<file path="config.mk">
export PLATFORM = sky130hd
export DESIGN_NAME = sparserdes
export DESIGN_NICKNAME = d
export VERILOG_FILES = /design/src/design/sparserdes_pkg.sv /design/src/design/occupancy_store.sv /design/src/design/tree_node.sv /design/src/design/serialize_control.sv /design/src/design/sparserdes.sv
export VERILOG_INCLUDE_DIRS = /design/src /design/src/design
export SDC_FILE = /design/constraint.sdc
export NUM_CORES = 1
export LEC_CHECK = 0
export BUFFER_PORTS_ARGS = -buffer_cell sky130_fd_sc_hd__buf_2
export CAP_MARGIN = 20
export CORE_MARGIN = 10
export CORE_UTILIZATION = 25
export DETAILED_ROUTE_END_ITERATION = 8
export HOLD_SLACK_MARGIN = 0.03
export PLACE_DENSITY = 0.45
export SETUP_SLACK_MARGIN = 0.4
export SYNTH_ARGS = -nofsm -noshare
export SYNTH_HDL_FRONTEND = slang
export SYNTH_HIERARCHICAL = 1
export SYNTH_SLANG_ARGS = --single-unit
</file>
<file path="constraint.sdc">
create_clock -name clk -period 2.3 [get_ports clk]
set_input_delay 0.23 -clock clk [delete_from_list [all_inputs] [get_ports clk]]
set_output_delay 0.23 -clock clk [all_outputs]
set_load 0.1 [all_outputs]
</file>
<file path="src/design/sparserdes_macros.svh">
// array size and tree depth macros for the sparse-array serializer
`ifndef SPARSERDES_MACROS_SVH
`define SPARSERDES_MACROS_SVH

// number of occupancy bits held by the store
`define SPARSE_SIZE 8

// levels of node fsms, log2 of the array size
// level 0 is the root, the last level holds the leaf nodes
`define SPARSE_DEPTH 3

`endif

</file>
<file path="src/design/sparserdes_pkg.sv">
// package with address, vector, command, stream symbol and fsm state types
`default_nettype none

`include "sparserdes_macros.svh"

package sparserdes_pkg;

    // index of one occupancy bit
    typedef logic [`SPARSE_DEPTH-1:0] leaf_addr_t;

    // whole occupancy vector, bit 0 is the lowest address
    typedef logic [`SPARSE_SIZE-1:0] leaf_vec_t;

    // host operations, encodings kept from the older controller
    typedef enum logic [2:0] {
        op_nop       = 3'b000,
        op_read      = 3'b001,
        op_serialize = 3'b011,
        op_set       = 3'b101,
        op_clear     = 3'b110
    } op_t;

    // one host command, valid for a single cycle
    typedef struct packed {
        op_t        op;
        leaf_addr_t addr;
    } cmd_t;

    // one serialized symbol, data only meaningful with valid
    typedef struct packed {
        logic valid;
        logic data;
    } stream_t;

    // walk of one tree node
    typedef enum logic [2:0] {
        node_idle      = 3'b000,
        node_emit_low  = 3'b001,
        node_emit_high = 3'b010,
        node_wait_low  = 3'b011,
        node_wait_high = 3'b100
    } node_state_t;

    // serialize run tracking
    typedef enum logic {
        ctrl_idle    = 1'b0,
        ctrl_running = 1'b1
    } ctrl_state_t;

endpackage : sparserdes_pkg

`default_nettype wire

</file>
<file path="src/design/occupancy_store.sv">
// occupancy register with bit set, clear and one-bit read
`timescale 1ns/1ps
`default_nettype none

module occupancy_store
    import sparserdes_pkg::*;
(
    input  logic      clk,
    input  logic      reset,
    input  cmd_t      cmd,
    input  logic      accept,
    output leaf_vec_t leaves,
    output logic      read_bit
);

    // single bit mask of the addressed leaf
    leaf_vec_t addr_mask;

    assign addr_mask = leaf_vec_t'(1) << cmd.addr;

    always_ff @(posedge clk) begin
        if (reset) begin
            leaves   <= '0;
            read_bit <= 1'b0;
        end else if (accept) begin
            case (cmd.op)
                // set and clear land on the next edge
                op_set:   leaves <= leaves | addr_mask;
                op_clear: leaves <= leaves & ~addr_mask;
                // read result held until the next read
                op_read:  read_bit <= leaves[cmd.addr];
                default: begin
                end
            endcase
        end
    end

    // a write touches only the addressed bit
    // checked against the previous vector and the previous address
    assert property (@(posedge clk) disable iff (reset)
        accept && (cmd.op == op_set || cmd.op == op_clear) |=>
            ((leaves ^ $past(leaves)) & ~$past(addr_mask)) == '0)
        else $error("store write changed a bit other than the addressed one");

endmodule : occupancy_store

`default_nettype wire

</file>
<file path="src/design/tree_node.sv">
// one serializer node fsm, emits two child flags then walks nonempty children
`timescale 1ns/1ps
`default_nettype none

module tree_node
    import sparserdes_pkg::*;
#(
    parameter bit LEAF = 1'b0
) (
    input  logic    clk,
    input  logic    reset,
    input  logic    read,
    input  logic    nonempty_low,
    input  logic    nonempty_high,
    output logic    nonempty,
    input  stream_t stream_low,
    input  stream_t stream_high,
    output stream_t stream,
    input  logic    done_low,
    input  logic    done_high,
    output logic    read_low,
    output logic    read_high,
    output logic    done
);

    node_state_t state;
    node_state_t state_next;
    logic        done_next;

    // leaf children are array bits, so their stream and done are tied off here
    stream_t child_stream_low;
    stream_t child_stream_high;
    logic    child_done_low;
    logic    child_done_high;

    assign child_stream_low  = LEAF ? stream_t'('0) : stream_low;
    assign child_stream_high = LEAF ? stream_t'('0) : stream_high;
    assign child_done_low    = LEAF ? 1'b0 : done_low;
    assign child_done_high   = LEAF ? 1'b0 : done_high;

    // subtree occupancy, purely combinational up to the root
    assign nonempty = nonempty_low | nonempty_high;

    always_comb begin
        state_next = state;
        done_next  = 1'b0;
        read_low   = 1'b0;
        read_high  = 1'b0;
        case (state)
            node_idle: begin
                if (read) begin
                    state_next = node_emit_low;
                end
            end
            node_emit_low: begin
                state_next = node_emit_high;
            end
            // descend decision made while the high flag goes out
            node_emit_high: begin
                if (LEAF) begin
                    state_next = node_idle;
                    done_next  = 1'b1;
                end else if (nonempty_low) begin
                    state_next = node_wait_low;
                    read_low   = 1'b1;
                end else if (nonempty_high) begin
                    state_next = node_wait_high;
                    read_high  = 1'b1;
                end else begin
                    // only the root gets here, empty array
                    state_next = node_idle;
                    done_next  = 1'b1;
                end
            end
            node_wait_low: begin
                if (child_done_low) begin
                    if (nonempty_high) begin
                        state_next = node_wait_high;
                        read_high  = 1'b1;
                    end else begin
                        state_next = node_idle;
                        done_next  = 1'b1;
                    end
                end
            end
            node_wait_high: begin
                if (child_done_high) begin
                    state_next = node_idle;
                    done_next  = 1'b1;
                end
            end
            default: begin
                state_next = node_idle;
            end
        endcase
    end

    // own flags first, then the active child's symbols pass straight through
    always_comb begin
        case (state)
            node_emit_low:  stream = '{valid: 1'b1, data: nonempty_low};
            node_emit_high: stream = '{valid: 1'b1, data: nonempty_high};
            node_wait_low:  stream = child_stream_low;
            node_wait_high: stream = child_stream_high;
            default:        stream = '0;
        endcase
    end

    always_ff @(posedge clk) begin
        if (reset) begin
            state <= node_idle;
            done  <= 1'b0;
        end else begin
            state <= state_next;
            done  <= done_next;
        end
    end

    // parent only starts a walk on an idle node
    assert property (@(posedge clk) disable iff (reset) read |-> state == node_idle)
        else $error("node read while a walk is in progress");

    assert property (@(posedge clk) disable iff (reset) done |=> !done)
        else $error("node done held longer than one cycle");

    // a child is entered only when occupied, and it answers with a symbol next cycle
    assert property (@(posedge clk) disable iff (reset)
        read_low |-> nonempty_low ##1 stream_low.valid)
        else $error("low child read while empty or silent after read");

    assert property (@(posedge clk) disable iff (reset)
        read_high |-> nonempty_high ##1 stream_high.valid)
        else $error("high child read while empty or silent after read");

endmodule : tree_node

`default_nettype wire

</file>
<file path="src/design/serialize_control.sv">
// command decode, busy rule, root start strobe and done pulse
`timescale 1ns/1ps
`default_nettype none

module serialize_control
    import sparserdes_pkg::*;
(
    input  logic clk,
    input  logic reset,
    input  cmd_t cmd,
    input  logic root_done,
    output logic accept,
    output logic root_read,
    output logic busy,
    output logic done
);

    ctrl_state_t state;
    logic        known_op;

    // nop and the reserved encodings never count as a command
    assign known_op = cmd.op inside {op_read, op_set, op_clear, op_serialize};

    // commands taken only while no run is active
    assign accept = (state == ctrl_idle) && known_op;

    // root starts in the same cycle as the accepted command
    assign root_read = accept && (cmd.op == op_serialize);

    // busy follows the run state, so it rises the cycle after the command
    assign busy = (state == ctrl_running);

    always_ff @(posedge clk) begin
        if (reset) begin
            state <= ctrl_idle;
            done  <= 1'b0;
        end else begin
            done <= 1'b0;
            case (state)
                ctrl_idle: begin
                    if (root_read) begin
                        state <= ctrl_running;
                    end
                end
                ctrl_running: begin
                    // busy drops and done pulses together, one cycle after the root
                    if (root_done) begin
                        state <= ctrl_idle;
                        done  <= 1'b1;
                    end
                end
                default: begin
                    state <= ctrl_idle;
                end
            endcase
        end
    end

    // the root tree must not finish a walk that was never started
    assert property (@(posedge clk) disable iff (reset) root_done |-> state == ctrl_running)
        else $error("root done seen while no serialization was running");

endmodule : serialize_control

`default_nettype wire

</file>
<file path="src/design/sparserdes.sv">
// top level with store, control and a generated tree of node fsms
`timescale 1ns/1ps
`default_nettype none

`include "sparserdes_macros.svh"

module sparserdes
    import sparserdes_pkg::*;
(
    input  logic    clk,
    input  logic    reset,
    input  cmd_t    cmd,
    output logic    read_bit,
    output stream_t stream,
    output logic    busy,
    output logic    done
);

    leaf_vec_t leaves;
    logic      accept;
    logic      root_read;

    // heap numbering: node 1 is the root, node i has children 2i and 2i+1
    // indices from SPARSE_SIZE upward are the array bits themselves
    logic [2*`SPARSE_SIZE-1:1] node_nonempty;
    logic [`SPARSE_SIZE-1:1]   node_read;
    logic [`SPARSE_SIZE-1:1]   node_done;
    stream_t                   node_stream [`SPARSE_SIZE-1:1];

    assign node_nonempty[2*`SPARSE_SIZE-1:`SPARSE_SIZE] = leaves;
    assign node_read[1] = root_read;
    assign stream = node_stream[1];

    occupancy_store u_store (
        .clk      (clk),
        .reset    (reset),
        .cmd      (cmd),
        .accept   (accept),
        .leaves   (leaves),
        .read_bit (read_bit)
    );

    serialize_control u_control (
        .clk       (clk),
        .reset     (reset),
        .cmd       (cmd),
        .root_done (node_done[1]),
        .accept    (accept),
        .root_read (root_read),
        .busy      (busy),
        .done      (done)
    );

    // level 0 is the root, the deepest level reads the array bits
    for (genvar l = 0; l < `SPARSE_DEPTH; l++) begin : level
        for (genvar n = 0; n < (1 << l); n++) begin : node
            localparam int idx = (1 << l) + n;

            if (l == `SPARSE_DEPTH - 1) begin : leaf
                // no children below, read outputs stay open
                tree_node #(.LEAF(1'b1)) u_node (
                    .clk           (clk),
                    .reset         (reset),
                    .read          (node_read[idx]),
                    .nonempty_low  (node_nonempty[2*idx]),
                    .nonempty_high (node_nonempty[2*idx+1]),
                    .nonempty      (node_nonempty[idx]),
                    .stream_low    ('0),
                    .stream_high   ('0),
                    .stream        (node_stream[idx]),
                    .done_low      (1'b0),
                    .done_high     (1'b0),
                    .read_low      (),
                    .read_high     (),
                    .done          (node_done[idx])
                );
            end else begin : inner
                tree_node #(.LEAF(1'b0)) u_node (
                    .clk           (clk),
                    .reset         (reset),
                    .read          (node_read[idx]),
                    .nonempty_low  (node_nonempty[2*idx]),
                    .nonempty_high (node_nonempty[2*idx+1]),
                    .nonempty      (node_nonempty[idx]),
                    .stream_low    (node_stream[2*idx]),
                    .stream_high   (node_stream[2*idx+1]),
                    .stream        (node_stream[idx]),
                    .done_low      (node_done[2*idx]),
                    .done_high     (node_done[2*idx+1]),
                    .read_low      (node_read[2*idx]),
                    .read_high     (node_read[2*idx+1]),
                    .done          (node_done[idx])
                );
            end
        end
    end

endmodule : sparserdes

`default_nettype wire

</file>
# Word-level counts from Yosys, hierarchy flattened
# Index checks and enable logic that the tools add are counted.
word_totals:
  reg_bits: 39
  inputBits: 8
  out_inout_bits: 5
  elab_cells: 181
classes:
  n_lt_le_gt_ge: 1
  eq_ne: 45
  shift: 1
  n_mux: 77
  bitwise_logic: 14
  reduce_logical: 25
ops:
  columns: ["cell", "count"]
  rows:
  - ["$mux W3", 19]
  - ["$eq A3 B2 Y1 const B", 15]
  - ["$pmux W3 S5", 3]
  - ["$pmux W3 S3", 4]
  - ["$mux W1", 35]
  - ["$eq A3 B3 Y1 const B", 9]
  - ["$eq A3 B1 Y1 const B", 8]
  - ["$pmux W2 S4", 3]
  - ["$logic_not A3 Y1", 7]
  - ["$pmux W2 S2", 4]
  - ["$pmux W8 S2", 1]
  - ["$ne A2 B1 Y1 const B", 7]
  - ["$ne A2 B2 Y1 const B", 6]
  - ["$reduce_and A2 Y1", 6]
  - ["$reduce_or A2 Y1", 5]
  - ["$pmux W1 S3", 3]
  - ["$reduce_and A3 Y1", 3]
  - ["$and A8 B8 Y8", 1]
  - ["$not A8 Y8", 1]
  - ["$or A8 B8 Y8", 1]
  - ["$pmux W1 S2", 4]
  - ["$shl A1 B3 Y8 const A", 1]
  - ["$or A1 B1 Y1", 6]
  - ["$not A1 Y1", 5]
  - ["other kinds (5)", 6]

# Depth between registers and ports, before layout
# Gate-level depths: netlist (run 1).
logic_depth:
  depth_word: 7
  ltp_mapped: 10
  ltp_nobuf: 10

# Hierarchy
# The synthesis (run 1) kept the hierarchy.
modules_own_cells:
  columns: ["module", "instances", "cells_each", "area_per_inst_um2", "seq_area_each_um2"]
  rows:
  - ["tree_node (level[2].node[0].leaf.u_node ...)", 4, 26, 252.7, 60.1]
  - ["tree_node (level[0].node[0].inner.u_node ...)", 3, 35, 312.8, 80.1]
  - ["occupancy_store", 1, 46, 474.2, 180.2]
  - ["serialize_control", 1, 10, 107.6, 40.0]
  - ["sparserdes", 1, 1, 3.8, 0.0]

# Least setup slack after synthesis (run 1)
# Ideal clock, no wire load.
synth_path:
  path_type: "register to output"
  startpoint: "register level[2].node[0].leaf.u_node.state[0]"
  endpoint: "output port stream[1] (netlist name)"
  arrival_time_ps: 3265
  slack_ps: -1195
  path_stages_with_launch: 7
  cell_sequence: "dfxtp_1 inv_1 ha_1 nor2_1 o31ai_1 nor2_1 o31ai_1"
synth_lines:
  columns: ["element", "line", "source"]
  rows:
  - ["start, declared", "tree_node.sv:26", "node_state_t state;"]
  - ["start signal, assigned", "tree_node.sv:111", "state <= node_idle;"]
  - ["start signal, assigned", "tree_node.sv:114", "state <= state_next;"]
  - ["end, declared", "sparserdes.sv:14", "output stream_t stream,"]

==> flow_summary.toml, run 1 <==
[status]
status = "complete, but fails checks"
violations = "negative setup slack"

[clock_network]
cts_hold_buf = 0
clockRootBuffer = "clkbuf_8"
clock_path_buffers = 2
cts.sinks = 35
tritoncts = "done"
clk_latency_ns = 0.28
cts_buffers = 5
htree_levels = 2
clk_pin_slew_ns = 0.07

[die]
row_count = 36
io_pins = 13
start_util = 0.254
die_x_um = 119
core-area_um2 = 9640
die_area_um2 = 14200
die_height_um = 119

[finish]
syn2layout_area_growth_pct = 19.3
drive_gt1_frac = 0.352
layout_commonest_cell = "dfxtp_1"
final_util = 0.303
final_cells = 400
layout_common_cells = "26 x dfxtp_1, 23 x nand2b_1, 20 x ha_1, 14 x mux2i_1, 13 x nor2b_1"
antenna_cells = 0
fin_area_um2 = 2920
final_nets = 300

[flow_run]
cap_violations = 0

[global_route]
grt_pass1_vias = 1825
grt-ovfl-total = 0
grt_max_degree = 45
antenna_found_initial = 0
gr-usage-all-layers = 0.0745
grt_pass1_wl_um = 8910

[sta]
hold_viol_final = 0
finClkSkew_ns = 0.00369
worst_pin_slew_ns = 0.747
setup_viol_count_final = 1
max_freq_ghz = 0.418
slew-limit-headroom = 0.502
rsz0062_at_grt = "true"
finalCritPeriodShare = 1.04
fin_tns_setup_ns = -0.0931
timing.hold.ws_ns = 0.288
fin_crit_ns = 2.39
drv_slew = 0
setup_slack_ns = -0.0931

[place]
io_buffer_count = 12
place_inst = 385
post-dp-hpwl_um = 3760
placed_area_um2 = 2670
gp_congestion = 0.763

[worst_setup_path]
cp.arrival_ns = 2.16
cp_common_cell = "and3b_2"
critPathSlowestCell = "dfxtp_4"
worstSetupEndpointType = "primary output"
worstPathMaxFanout = 3
crit_buf_inv = 2
cp.required_ns = 2.07
crit_path_start_kind = "register"
critPathTopFamily = "compound AO/OA/AOI/OAI gates"
crit_path_max_incr_delay_ns = 0.38
crit_chain = "inv_4 > ha_2 > a22oi_2 > nor2b_1 > and3b_2 > a31oi_1 > o22ai_1 > and3b_2 > a31oi_4 > o22ai_4 > buf_12"
criticalPathCategory = "register to primary output"

[detailed_routing]
drc = 0
vias = 1831
wl_met1_um = 2710
routed_via_density = 4.58
maxUsedRoutingLayer = "met4"
wl_met3_um = 122
routed-wl-met2_um = 2380
dr.pass1.iters = 4
ant_nets = 0
wl_per_cell_um = 13.2
drtIter0Drc = 69
wl_um = 5270

[worst_hold_path]
min_path_type = "input pin to register"

[yosys]
syn_avg_cell_area_um2 = 9.72
synth_nets = 284
synthCells = 252
yosysWarnings = 6
synth_area_um2 = 2450

[power]
p_leak_nw = 0.992
powerDensity_nw_per_um2 = 401
peakVddDrop_mv = 0.191
## per-stage QoR
stage	worst slack [ns]	power, mW
floorplan	0.194	0.727
global placement	0.121	0.766
detailed placement	0.104	0.766
CTS	-0.130	1.19
global route	-0.220	1.24
finish	-0.0931	1.17
## layer usage
layer  GRT usage  up-vias
met4      0.0290        0
met1      0.0953      857
met2       0.118       23
met3      0.0175        4
met5           0        -
li1            -      947
## worst paths after layout
kind | endpoint | slack, ns | startpoint | cells past startpoint
max reg2reg | level[0].node[0].inner.u_node/done | 0.43 | register | 4
max | stream[0] | -0.09 | level[2].node[3].leaf.u_node/state[1] | 11
min | register | 0.29 | cmd[0] | 2
min reg2reg | level[2].node[2].leaf.u_node/state[1] | 0.50 | level[2].node[2].leaf.u_node/state[1] | 2
## layout make-up
class / instances / area [um^2]
Tap cell: 133 / 166
Inverter: 17 / 71.3
Timing Repair Buffer: 21 / 161
Fill cell: 1048 / 6720
Multi-Input combinational cell: 188 / 1730
Sequential cell: 35 / 719
Clock buffer: 6 / 72.6
## where the power goes
part | switching [mW] | internal [mW]
clock network | 0.215 | 0.202
registers | 0.0109 | 0.609
logic | 0.0801 | 0.0545
total | 0.306 | 0.866
## repair_timing
action / 4_1_cts / 5_1_grt
pin swaps: 9 / 4
gates resized for setup: 22 / 7
setup buffers: 8 / 1
endpoints found under the setup margin: 3 / 4
## worst reg2reg max path, cell delays in order (launching register included)
cell and delay [ns]:
dfxtp_1 0.37, or2_2 0.34, or2_2 0.33, or4b_1 0.56
a21oi_2 0.19
Note: power is estimated with default switching activity, not from simulation.
==> run 2, diff against run 1 <==
--- a/config.mk
+++ b/config.mk
@@ -8,11 +8,13 @@
 export LEC_CHECK = 0
 export BUFFER_PORTS_ARGS = -buffer_cell sky130_fd_sc_hd__buf_2
 export CAP_MARGIN = 20
+export CELL_PAD_IN_SITES_DETAIL_PLACEMENT = 0
+export CELL_PAD_IN_SITES_GLOBAL_PLACEMENT = 1
 export CORE_MARGIN = 10
 export CORE_UTILIZATION = 25
 export DETAILED_ROUTE_END_ITERATION = 8
 export HOLD_SLACK_MARGIN = 0.03
-export PLACE_DENSITY = 0.45
+export PLACE_DENSITY = 0.53
 export SETUP_SLACK_MARGIN = 0.4
 export SYNTH_ARGS = -nofsm -noshare
 export SYNTH_HDL_FRONTEND = slang
==> flow_summary.toml, run 2 (synthesis results as in run 1) <==
[detailed_routing]
ant_nets = 0
wl_per_cell_um = 13.8
dr.pass1.iters = 4
drc = 0
routed_via_density = 4.59
drtIter0Drc = 96
vias = 1856
wl_um = 5570

[clock_network]
cts.sinks = 35
cts_buffers = 5
tritoncts = "done"
htree_levels = 2
clk_latency_ns = 0.28
clock_path_buffers = 2
clk_pin_slew_ns = 0.07
clockRootBuffer = "clkbuf_8"

[global_route]
grt_pass1_wl_um = 9430
grt_pass1_vias = 1824
grt-ovfl-total = 0
gr-usage-all-layers = 0.0782
antenna_found_initial = 0
grt_max_degree = 45

[worst_setup_path]
critPathTopFamily = "compound AO/OA/AOI/OAI gates"
worstSetupEndpointType = "primary output"
crit_path_start_kind = "register"
criticalPathCategory = "register to primary output"
crit_buf_inv = 2
crit_path_max_incr_delay_ns = 0.38
cp.arrival_ns = 2.17
cp.required_ns = 2.07
critPathSlowestCell = "dfxtp_4"
worstPathMaxFanout = 4
crit_chain = "inv_4 > ha_2 > a22oi_2 > nor2b_1 > and3b_2 > a31oi_1 > o22ai_1 > and3b_2 > a31oi_4 > o22ai_4 > buf_12"
cp_common_cell = "and3b_2"

[sta]
rsz0062_at_grt = "true"
setup_viol_count_final = 1
max_freq_ghz = 0.417
worst_pin_slew_ns = 0.763
finalCritPeriodShare = 1.04
hold_viol_final = 0
finClkSkew_ns = 0.00394
fin_crit_ns = 2.40
setup_slack_ns = -0.0986
fin_tns_setup_ns = -0.0986
drv_slew = 0
timing.hold.ws_ns = 0.287
slew-limit-headroom = 0.491

[die]
start_util = 0.254
die_height_um = 119
die_area_um2 = 14200
row_count = 36
die_x_um = 119
core-area_um2 = 9640
io_pins = 13

[worst_hold_path]
min_path_type = "input pin to register"

[place]
place_inst = 391
post-dp-hpwl_um = 4000
placed_area_um2 = 2700
io_buffer_count = 12
gp_congestion = 0.747

[finish]
final_cells = 404
drive_gt1_frac = 0.376
layout_common_cells = "23 x nand2b_1, 23 x dfxtp_1, 19 x ha_1, 15 x mux2i_1, 13 x nor2b_1"
final_util = 0.308
fin_area_um2 = 2960
final_nets = 304
syn2layout_area_growth_pct = 21.0
antenna_cells = 0

[power]
peakVddDrop_mv = 0.187
powerDensity_nw_per_um2 = 399
p_leak_nw = 1.02

[flow_run]
cap_violations = 0

[status]
status = "complete, but fails checks"
violations = "negative setup slack"
==> run 2: cell count changes in the layout (fill, tap and decap cells not counted), sizes merged <==
cell / delta
buf: +4
==> run 2: routing by layer <==
layer	up-vias	wire [um]	GRT usage
met1	864	2750	0.103
met3	6	207	0.0184
met5	-	0	0
li1	950	-	-
met4	0	110	0.0305
met2	36	2500	0.121
==> run 2: worst paths after layout <==
path                                         startpoint                                  to  slack [ns]  depth (start not counted)
setup / recovery  level[2].node[3].leaf.u_node/state[1]                           stream[0]        -0.1                         11
hold / removal                                   cmd[2]                    u_store/read_bit        0.29                          3
setup reg to reg                               register  level[0].node[0].inner.u_node/done        0.49                          4
hold reg to reg                        u_store/read_bit                    u_store/read_bit        0.49                          2
==> run 2: per-stage QoR <==
stage,worst slack (ns),power (mW)
floorplan,0.194,0.727
global placement,0.0452,0.770
detailed placement,0.0168,0.770
CTS,-0.140,1.21
global route,-0.246,1.24
finish,-0.0986,1.18
==> run 2: power breakdown <==
group / switching [mW] / total [mW] / internal, mW
registers: 0.0103 / 0.619 / 0.609
logic: 0.0828 / 0.138 / 0.0557
clock network: 0.224 / 0.426 / 0.202
total: 0.317 / 1.18 / 0.867
==> run 2: final cells by class <==
| cell class | count | area, um^2 |
|---|---|---|
| fillers | 1043 | 6680 |
| repair buffers | 25 | 195 |
| clock buffers | 6 | 72.6 |
| inverters | 17 | 68.8 |
| well taps | 133 | 166 |
| flip-flops and latches | 35 | 723 |
| multi-input cells | 188 | 1740 |
==> run 2: repair_timing <==
item / 4_1_cts / 5_1_grt
hold buffers: 0 / 0
pin swaps: 9 / 4
gates resized for setup: 27 / 10
endpoints found under the setup margin: 3 / 3
cloned: 0 / 0
setup buffers: 6 / 1
==> run 2: worst reg2reg max path, delay by kind of cell, from the launching register on <==
| kind | cells | cell delay (ns) |
|---|---|---|
| flops | 1 | 0.36 |
| compound gates | 1 | 0.17 |
| simple gates | 3 | 1.21 |
